### src/cbus_cfg.svh
// Configuration macros for the word memory subsystem
// Sizes of data and address, memory depth and queue limits
`ifndef CBUS_CFG_SVH
`define CBUS_CFG_SVH

// Data word width in bits
`define CBUS_DATA_W 32

// Word address width and memory depth
`define CBUS_ADDR_W 6
`define CBUS_MEM_WORDS 64

// Port A reads in flight through the converter
`define CBUS_MAX_OUTSTANDING 4

// Arbiter response-order queue entries
`define CBUS_ORDER_DEPTH 4

`endif
### src/cbus_pkg.sv
// Shared types of the word memory subsystem
// Bus operation enum plus data, address and byte-enable types
`include "cbus_cfg.svh"

package cbus_pkg;

  // --------------------
  // Request operation
  // --------------------
  typedef enum logic {
    CBUS_READ,
    CBUS_WRITE
  } cbus_op_e;

  // --------------------
  // Payload types
  // --------------------
  typedef logic [`CBUS_DATA_W-1:0] cbus_data_t;
  typedef logic [`CBUS_ADDR_W-1:0] cbus_addr_t;

  // One bit per byte lane
  typedef logic [(`CBUS_DATA_W/8)-1:0] cbus_byteen_t;

endpackage

### src/word_if.sv
// Whole-word request/response channel
// Valid/accept handshake on both request and response
`timescale 1ns/1ps

interface word_if
  import cbus_pkg::*;
();

  // Request channel
  logic       req_valid;
  logic       req_accept;
  cbus_op_e   req_op;
  cbus_addr_t req_addr;
  cbus_data_t req_wdata;

  // Read response channel
  logic       rsp_valid;
  logic       rsp_accept;
  cbus_data_t rsp_rdata;

  modport master (
    output req_valid, req_op, req_addr, req_wdata, rsp_accept,
    input  req_accept, rsp_valid, rsp_rdata
  );

  modport slave (
    input  req_valid, req_op, req_addr, req_wdata, rsp_accept,
    output req_accept, rsp_valid, rsp_rdata
  );

endinterface

### src/cbus_top.sv
// Memory subsystem top level
// Port A through the RMW converter, port B direct, both arbitrated
// onto one word memory
`timescale 1ns/1ps

module cbus_top
  import cbus_pkg::*;
(
  input  logic         i_clk,
  input  logic         i_rst_n,
  input  logic         i_bypass,
  // Port A, byte enabled
  input  logic         i_a_cmd_valid,
  input  cbus_op_e     i_a_cmd_op,
  input  cbus_addr_t   i_a_cmd_addr,
  input  cbus_data_t   i_a_cmd_wdata,
  input  cbus_byteen_t i_a_cmd_byteen,
  output logic         o_a_cmd_accept,
  output logic         o_a_rsp_valid,
  output cbus_data_t   o_a_rsp_rdata,
  input  logic         i_a_rsp_accept,
  // Port B, whole word
  input  logic         i_b_cmd_valid,
  input  cbus_op_e     i_b_cmd_op,
  input  cbus_addr_t   i_b_cmd_addr,
  input  cbus_data_t   i_b_cmd_wdata,
  output logic         o_b_cmd_accept,
  output logic         o_b_rsp_valid,
  output cbus_data_t   o_b_rsp_rdata,
  input  logic         i_b_rsp_accept
);

  word_if conv_bus ();
  word_if portb_bus ();
  word_if mem_bus ();

  // Port B pins onto its channel
  assign portb_bus.req_valid  = i_b_cmd_valid;
  assign portb_bus.req_op     = i_b_cmd_op;
  assign portb_bus.req_addr   = i_b_cmd_addr;
  assign portb_bus.req_wdata  = i_b_cmd_wdata;
  assign portb_bus.rsp_accept = i_b_rsp_accept;
  assign o_b_cmd_accept       = portb_bus.req_accept;
  assign o_b_rsp_valid        = portb_bus.rsp_valid;
  assign o_b_rsp_rdata        = portb_bus.rsp_rdata;

  rmw_converter u_rmw_converter (
    .i_clk        (i_clk),
    .i_rst_n      (i_rst_n),
    .i_bypass     (i_bypass),
    .i_cmd_valid  (i_a_cmd_valid),
    .i_cmd_op     (i_a_cmd_op),
    .i_cmd_addr   (i_a_cmd_addr),
    .i_cmd_wdata  (i_a_cmd_wdata),
    .i_cmd_byteen (i_a_cmd_byteen),
    .o_cmd_accept (o_a_cmd_accept),
    .o_rsp_valid  (o_a_rsp_valid),
    .o_rsp_rdata  (o_a_rsp_rdata),
    .i_rsp_accept (i_a_rsp_accept),
    .mem_port     (conv_bus)
  );

  word_arbiter u_word_arbiter (
    .i_clk   (i_clk),
    .i_rst_n (i_rst_n),
    .req0    (conv_bus),
    .req1    (portb_bus),
    .mem     (mem_bus)
  );

  word_memory u_word_memory (
    .i_clk   (i_clk),
    .i_rst_n (i_rst_n),
    .bus     (mem_bus)
  );

endmodule

### src/word_memory.sv
// Single-port whole-word memory
// Registered read response, held under back-pressure
`timescale 1ns/1ps
`include "cbus_cfg.svh"

module word_memory
  import cbus_pkg::*;
(
  input  logic  i_clk,
  input  logic  i_rst_n,
  word_if.slave bus
);

  cbus_data_t mem_q [`CBUS_MEM_WORDS];
  cbus_data_t rdata_q;
  logic       rsp_valid_q;
  logic       take;

  // Room when the response register is empty or draining
  assign bus.req_accept = !rsp_valid_q || bus.rsp_accept;
  assign take           = bus.req_valid && bus.req_accept;
  assign bus.rsp_valid  = rsp_valid_q;
  assign bus.rsp_rdata  = rdata_q;

  always_ff @(posedge i_clk or negedge i_rst_n) begin
    if (!i_rst_n) begin
      for (int i = 0; i < `CBUS_MEM_WORDS; i++) begin
        mem_q[i] <= '0;
      end
    end else if (take && (bus.req_op == CBUS_WRITE)) begin
      mem_q[bus.req_addr] <= bus.req_wdata;
    end
  end

  always_ff @(posedge i_clk or negedge i_rst_n) begin
    if (!i_rst_n) begin
      rsp_valid_q <= 1'b0;
    end else if (take && (bus.req_op == CBUS_READ)) begin
      rsp_valid_q <= 1'b1;
    end else if (bus.rsp_accept) begin
      rsp_valid_q <= 1'b0;
    end
  end

  always_ff @(posedge i_clk) begin
    if (take && (bus.req_op == CBUS_READ)) begin
      rdata_q <= mem_q[bus.req_addr];
    end
  end

endmodule

### src/word_arbiter.sv
// Round-robin arbiter of two word masters onto one memory
// Order queue routes read responses back to their requester
`timescale 1ns/1ps
`include "cbus_cfg.svh"

module word_arbiter
  import cbus_pkg::*;
(
  input  logic   i_clk,
  input  logic   i_rst_n,
  word_if.slave  req0,
  word_if.slave  req1,
  word_if.master mem
);

  localparam int DEPTH = `CBUS_ORDER_DEPTH;
  localparam int PTR_W = $clog2(DEPTH);
  localparam int CNT_W = $clog2(DEPTH + 1);

  logic             last_gnt_q;
  logic             q_full;
  logic             elig0;
  logic             elig1;
  logic             gnt0;
  logic             gnt1;
  logic             push;
  logic             pop;
  logic             head;
  logic             order_q [DEPTH];
  logic [PTR_W-1:0] wr_ptr_q;
  logic [PTR_W-1:0] rd_ptr_q;
  logic [CNT_W-1:0] q_cnt_q;

  // --------------------
  // Grant
  // --------------------
  // Reads wait while the order queue is full
  assign q_full = q_cnt_q == CNT_W'(DEPTH);
  assign elig0  = req0.req_valid && !((req0.req_op == CBUS_READ) && q_full);
  assign elig1  = req1.req_valid && !((req1.req_op == CBUS_READ) && q_full);
  assign gnt0   = elig0 && (!elig1 || last_gnt_q);
  assign gnt1   = elig1 && !gnt0;

  assign mem.req_valid = gnt0 || gnt1;
  assign mem.req_op    = gnt1 ? req1.req_op    : req0.req_op;
  assign mem.req_addr  = gnt1 ? req1.req_addr  : req0.req_addr;
  assign mem.req_wdata = gnt1 ? req1.req_wdata : req0.req_wdata;

  assign req0.req_accept = gnt0 && mem.req_accept;
  assign req1.req_accept = gnt1 && mem.req_accept;

  always_ff @(posedge i_clk or negedge i_rst_n) begin
    if (!i_rst_n) begin
      last_gnt_q <= 1'b1;
    end else if (mem.req_valid && mem.req_accept) begin
      last_gnt_q <= gnt1;
    end
  end

  // --------------------
  // Response routing
  // --------------------
  assign head = order_q[rd_ptr_q];
  assign push = mem.req_valid && mem.req_accept && (mem.req_op == CBUS_READ);
  assign pop  = mem.rsp_valid && mem.rsp_accept;

  assign req0.rsp_valid = mem.rsp_valid && !head;
  assign req1.rsp_valid = mem.rsp_valid && head;
  assign req0.rsp_rdata = mem.rsp_rdata;
  assign req1.rsp_rdata = mem.rsp_rdata;
  assign mem.rsp_accept = head ? req1.rsp_accept : req0.rsp_accept;

  always_ff @(posedge i_clk) begin
    if (push) begin
      order_q[wr_ptr_q] <= gnt1;
    end
  end

  always_ff @(posedge i_clk or negedge i_rst_n) begin
    if (!i_rst_n) begin
      wr_ptr_q <= '0;
      rd_ptr_q <= '0;
      q_cnt_q  <= '0;
    end else begin
      if (push) wr_ptr_q <= wr_ptr_q + PTR_W'(1);
      if (pop)  rd_ptr_q <= rd_ptr_q + PTR_W'(1);
      if (push && !pop) begin
        q_cnt_q <= q_cnt_q + CNT_W'(1);
      end else if (!push && pop) begin
        q_cnt_q <= q_cnt_q - CNT_W'(1);
      end
    end
  end

endmodule

### src/rmw_converter.sv
// Port A read-modify-write converter
// Full writes and reads pass through, partial writes become
// a read, a byte merge and a whole-word write
`timescale 1ns/1ps
`include "cbus_cfg.svh"

module rmw_converter
  import cbus_pkg::*;
(
  input  logic         i_clk,
  input  logic         i_rst_n,
  input  logic         i_bypass,
  input  logic         i_cmd_valid,
  input  cbus_op_e     i_cmd_op,
  input  cbus_addr_t   i_cmd_addr,
  input  cbus_data_t   i_cmd_wdata,
  input  cbus_byteen_t i_cmd_byteen,
  output logic         o_cmd_accept,
  output logic         o_rsp_valid,
  output cbus_data_t   o_rsp_rdata,
  input  logic         i_rsp_accept,
  word_if.master       mem_port
);

  localparam int CNT_W = $clog2(`CBUS_MAX_OUTSTANDING + 1);

  typedef enum logic [1:0] {
    PASS_THROUGH,
    SEND_READ,
    WAIT_READ,
    WRITE_MERGED
  } rmw_state_e;

  rmw_state_e   state_q;
  logic [CNT_W-1:0] rd_cnt_q;
  logic         cnt_full;
  logic         cnt_zero;
  logic         cmd_partial;
  logic         partial_ack;
  logic         rd_issue;
  logic         rsp_done;
  cbus_addr_t   hold_addr_q;
  cbus_data_t   hold_data_q;
  cbus_byteen_t hold_be_q;

  // Enabled bytes from the new word, the rest from the old one
  function automatic cbus_data_t merge_bytes(
    cbus_data_t   new_word,
    cbus_byteen_t be,
    cbus_data_t   old_word
  );
    cbus_data_t mask;
    for (int i = 0; i < $bits(cbus_byteen_t); i++) begin
      mask[8*i+:8] = {8{be[i]}};
    end
    return (new_word & mask) | (old_word & ~mask);
  endfunction

  // --------------------
  // Request side
  // --------------------
  always_comb begin
    cnt_full    = rd_cnt_q == CNT_W'(`CBUS_MAX_OUTSTANDING);
    cnt_zero    = rd_cnt_q == CNT_W'(0);
    cmd_partial = (i_cmd_op == CBUS_WRITE) && (i_cmd_byteen != '1) && !i_bypass;

    case (state_q)
      PASS_THROUGH: begin
        if (cmd_partial) begin
          // Captured locally, nothing goes to memory yet
          mem_port.req_valid = 1'b0;
          o_cmd_accept       = 1'b1;
        end else if (i_cmd_op == CBUS_READ) begin
          mem_port.req_valid = i_cmd_valid && !cnt_full;
          o_cmd_accept       = mem_port.req_accept && !cnt_full;
        end else begin
          mem_port.req_valid = i_cmd_valid;
          o_cmd_accept       = mem_port.req_accept;
        end
      end
      SEND_READ: begin
        mem_port.req_valid = cnt_zero;
        o_cmd_accept       = 1'b0;
      end
      WRITE_MERGED: begin
        mem_port.req_valid = 1'b1;
        o_cmd_accept       = 1'b0;
      end
      default: begin
        mem_port.req_valid = 1'b0;
        o_cmd_accept       = 1'b0;
      end
    endcase

    if (state_q == PASS_THROUGH) begin
      mem_port.req_op    = i_cmd_op;
      mem_port.req_addr  = i_cmd_addr;
      mem_port.req_wdata = i_cmd_wdata;
    end else begin
      mem_port.req_op    = (state_q == SEND_READ) ? CBUS_READ : CBUS_WRITE;
      mem_port.req_addr  = hold_addr_q;
      mem_port.req_wdata = hold_data_q;
    end
  end

  // --------------------
  // Response side
  // --------------------
  // Merge read is swallowed while waiting for it
  assign mem_port.rsp_accept = (state_q == WAIT_READ) ? 1'b1 : i_rsp_accept;
  assign o_rsp_valid         = (state_q != WAIT_READ) && mem_port.rsp_valid;
  assign o_rsp_rdata         = mem_port.rsp_rdata;

  assign partial_ack = (state_q == PASS_THROUGH) && i_cmd_valid && cmd_partial;
  assign rd_issue    = mem_port.req_valid && mem_port.req_accept &&
                       (mem_port.req_op == CBUS_READ);
  assign rsp_done    = mem_port.rsp_valid && mem_port.rsp_accept;

  // Held partial write, merged in place when the old word returns
  always_ff @(posedge i_clk) begin
    if (partial_ack) begin
      hold_addr_q <= i_cmd_addr;
      hold_data_q <= i_cmd_wdata;
      hold_be_q   <= i_cmd_byteen;
    end else if ((state_q == WAIT_READ) && mem_port.rsp_valid) begin
      hold_data_q <= merge_bytes(hold_data_q, hold_be_q, mem_port.rsp_rdata);
    end
  end

  // Reads in flight below the converter
  always_ff @(posedge i_clk or negedge i_rst_n) begin
    if (!i_rst_n) begin
      rd_cnt_q <= '0;
    end else if (rd_issue && !rsp_done) begin
      rd_cnt_q <= rd_cnt_q + CNT_W'(1);
    end else if (!rd_issue && rsp_done) begin
      rd_cnt_q <= rd_cnt_q - CNT_W'(1);
    end
  end

  // --------------------
  // FSM
  // --------------------
  always_ff @(posedge i_clk or negedge i_rst_n) begin
    if (!i_rst_n) begin
      state_q <= PASS_THROUGH;
    end else if (i_bypass) begin
      state_q <= PASS_THROUGH;
    end else begin
      case (state_q)
        PASS_THROUGH: if (partial_ack) state_q <= SEND_READ;
        SEND_READ:    if (mem_port.req_valid && mem_port.req_accept) state_q <= WAIT_READ;
        WAIT_READ:    if (mem_port.rsp_valid) state_q <= WRITE_MERGED;
        WRITE_MERGED: if (mem_port.req_accept) state_q <= PASS_THROUGH;
        default:      state_q <= PASS_THROUGH;
      endcase
    end
  end

endmodule

### config.mk
export PLATFORM = sky130hd
export DESIGN_NAME = cbus_top
export DESIGN_NICKNAME = d
export VERILOG_FILES = /design/src/cbus_pkg.sv /design/src/word_if.sv /design/src/cbus_top.sv /design/src/word_memory.sv /design/src/word_arbiter.sv /design/src/rmw_converter.sv
export VERILOG_INCLUDE_DIRS = /design/src
export SDC_FILE = /design/constraint.sdc
export NUM_CORES = 2
export LEC_CHECK = 0
export CAP_MARGIN = 20
export CORE_UTILIZATION = 25
export DETAILED_ROUTE_END_ITERATION = 12
export DONT_BUFFER_PORTS = 1
export PLACE_DENSITY = 0.36
export SYNTH_ARGS = -nofsm -noshare
export SYNTH_HDL_FRONTEND = slang
export SYNTH_SLANG_ARGS = --single-unit
### constraint.sdc
create_clock -name i_clk -period 4.9 [get_ports i_clk]
set_input_delay 0.245 -clock i_clk [delete_from_list [all_inputs] [get_ports i_clk]]
set_output_delay 0.245 -clock i_clk [all_outputs]
set_load 0.01 [all_outputs]
==> metrics.yaml <==
pwr:
  power.total_uw: 71900
  clock_power_share: 0.272
  vdd_drop_max_uv: 353
  power.internal_uw: 43100
  pwr-share-seq: 0.383
  combPwrFrac: 0.346
  leakage_uw: 0.0473
  swShare: 0.401
  netSwitchingPower_uw: 28800
  power_density_nw_per_um2: 648
sta:
  min_period_ns: 4.87
  setup_violations: 0
  hold_violations: 0
  period_share: 0.994
  drv_slew: 94
  fmax_mhz: 205
  worst_slew_pin_slew_ns: 1.61
  fin_skew_ns: 0.0388
  slew_headroom: -0.0721
synth:
  avgSynthCellArea_um2: 9.75
  ys_seq_elements: 2140
  ys_seq_area_frac: 0.584
  synth_area_leaders: "dfrtp_1 (56%), o21ai_0 (11%), nand2_1 (9.5%)"
  syn_nets: 9582
  synth.distinct_cells: 78
  async_flop_share: 0.964
  ys_warn_count: 0
  synth_top_area_frac: 0.558
  synth_area_leader_cell: "dfrtp_1"
  synth_edf_count: 78
  syn_area_um2: 92400
  ys.flop_type: "dfrtp_1"
  syn_inst: 9481
final_layout:
  layout_commonest_cell: "nand2_1"
  fin_util: 0.303
  drive_gt1_frac: 0.126
  layout_common_cells: "nand2_1 (2334), o21ai_0 (2092), dfrtp_1 (2061)"
  fillers: 37964
  fin_cells: 14446
  syn_to_final_growth_pct: 20.2
  nNetsFinal: 9518
placed_design:
  hpwl_um: 243000
  gp_congestion: 0.812
  dp_cells: 13845
  io_buffers: 0
floorplan:
  core_area_um2: 367000
  die_area_um2: 372000
  die_h_um: 610
  rows: 222
  start_util: 0.252
  die_x_um: 610
  ios: 157
drt:
  drt_iter0_markers: 6560
  wire_per_inst_um: 27.5
  vias_per_cell: 5.03
  vias: 72645
  wirelength_um: 397000
  drc: 0
  drt_first_pass_iters: 7
  ant_nets: 0
cts:
  clk_root_buffer_cell: "clkbuf_16"
  cts_htree_levels: 5
  clock-sinks: 2140
  cts.path.max_buffers: 4
  clk_latency_ns: 0.94
  cts_tree: "built"
  path_clk_slew_ns: 0.06
  cts_buffers: 266
setup_path:
  worst_setup_path_end_kind: "register"
  start_kind: "register"
  worstSetupPathType: "reg -> reg"
  crit_fanout: 9
  crit_arrival_ns: 5.44
  worstPathRequired_ns: 5.48
  rr_worst_depth: 13
global_route:
  use_met3: 0.0297
  top_usage_layer: "met2"
  grt_pass1_vias: 71885
  grt_pass1_wl_um: 567000
  use_met1: 0.295
  met2_usage: 0.338
  gr-total-overflow: 0
  grt_usage: 0.210
  antenna_found_initial: 32
  grt_max_degree: 263
status:
  violations: "slew limit"
  status: "finished with violations"
worst_hold_path:
  hold_class: "in -> async"
flow_run:
  maxCapViolations: 0
[timing repair]
| item | in CTS | in global routing |
|---|---|---|
| buffers inserted | 11 | 6 |
| hold endpoints to repair | 2702 | 0 |
| hold buffers | 95 | 0 |
| cloned | 1 | 1 |
| pin swaps | 6 | 5 |
| gates resized for setup | 12 | 7 |
| setup endpoints to repair | 20 | 869 |
[per-layer routing]
layer	share of wire	vias to the layer above
li1	-	33317
met1	0.47	37022
met2	0.46	1842
met5	0.000091	-
met4	0.025	6
met3	0.050	458
[kinds of logic (layout without fill, tap and decap cells)]
logic type / Yosys count / count (layout) / synth area share
compound gates: 3300 / 3300 / 0.213
simple gates: 2692 / 2693 / 0.117
flops: 2140 / 2140 / 0.584
buf+inv: 960 / 1089 / 0.0424
mux: 368 / 368 / 0.0421
fa+ha+maj: 12 / 12 / 0.00179
xor+xnor: 9 / 9 / 0.000853
other cells: 0 / 19 / 0
[critical path, stage by stage (launching register included)]
cell and delay (ns):
dfrtp_1 0.42, inv_1 0.10, ha_1 0.23, nor4b_1 0.16
or2_1 0.29, o211a_4 0.33, o21ai_0 0.88, o21ai_2 0.30
nand3_2 0.38, buf_12 0.19, buf_4 0.23, a21oi_1 0.14
a2111oi_0 0.50, nand4b_1 0.36
[worst paths after layout]
path | startpoint | to | slack, ns
max | u_rmw_converter.state_q[1] | u_word_memory.bus.rsp_rdata[21] | 0.03
max in group asynchronous | i_rst_n | u_word_memory.mem_q[593] | 0.97
min | i_rst_n | u_word_memory.mem_q[1207] | 0.006
min reg2reg | u_word_arbiter.q_cnt_q[2] | u_word_arbiter.q_cnt_q[2] | 0.47
max reg2reg | u_rmw_converter.state_q[1] | u_word_memory.bus.rsp_rdata[21] | 0.03
min in group i_clk | i_a_cmd_op | register | 0.04
[state kept, by name (all words and copies together) (netlist names), named ones only]
| name | flops |
|---|---|
| u_word_memory.bus.rsp_valid | 1 |
| u_word_arbiter.last_gnt_q | 1 |
| u_word_arbiter.rd_ptr_q | 2 |
| u_rmw_converter.hold_be_q | 4 |
| u_word_arbiter.wr_ptr_q | 2 |
| u_word_memory.bus.rsp_rdata | 32 |
| u_word_memory.mem_q | 2048 |
| u_rmw_converter.state_q | 2 |
| u_rmw_converter.rd_cnt_q | 3 |
| u_word_arbiter.order_q | 4 |
| u_word_arbiter.q_cnt_q | 3 |
| u_rmw_converter.hold_addr_q | 6 |
[synthesized netlist by cell type (16+ instances only)]
cell / count
buf_4: 40
a222oi_1: 71
a221oi_1: 191
dfrtp_1: 2061
mux2_1: 18
o22a_1: 42
o21ai_1: 43
nor2_1: 56
clkbuf_1: 733
buf_2: 128
and2_1: 20
o21ai_0: 2093
a211oi_1: 16
edfxtp_1: 78
nand2_1: 2337
nand3_1: 121
a22oi_1: 274
mux2_2: 137
nand4_1: 43
a22o_1: 73
buf_1: 46
a21o_1: 31
nor3_1: 23
nand3b_1: 33
a21oi_1: 155
and3_1: 20
a32o_1: 16
a31oi_1: 47
mux2i_1: 212
o22ai_1: 117
[stage by stage]
stage	setup TNS (ns)	hold WS (ns)	worst slack [ns]	cell area (um2)
floorplan	0	-0.0506	0.353	92400
global placement	-2.71	-0.0226	-0.689	101000
detailed placement	-2.79	-0.0222	-0.705	101000
CTS	0	0.000706	0.0278	111000
global route	-0.00486	0.0253	-0.00486	111000
finish	0	0.00570	0.0312	111000
[cell type report]
type / count / area, um2 / share of cell area
Sequential cell: 2140 / 53900 / 0.486
Multi-Input combinational cell: 6382 / 35600 / 0.321
Clock buffer: 405 / 7880 / 0.0710
Timing Repair Buffer: 614 / 6910 / 0.0622
Tap cell: 4816 / 6030 / 0.0543
Clock inverter: 57 / 579 / 0.00522
Inverter: 13 / 51.3 / 0.000462
Antenna cell: 19 / 47.5 / 0.000428
[power by group through the flow]
stage	Sequential (uW)	Clock [uW]	Combinational, uW
2_1_floorplan	26400	0	12500
3_3_place_gp	27600	0	24400
3_5_place_dp	27800	0	24700
4_1_cts	27500	20100	25000
5_1_grt	28200	20700	26900
6_report	27500	19500	24900
Note: power is estimated with default switching activity, not from simulation.
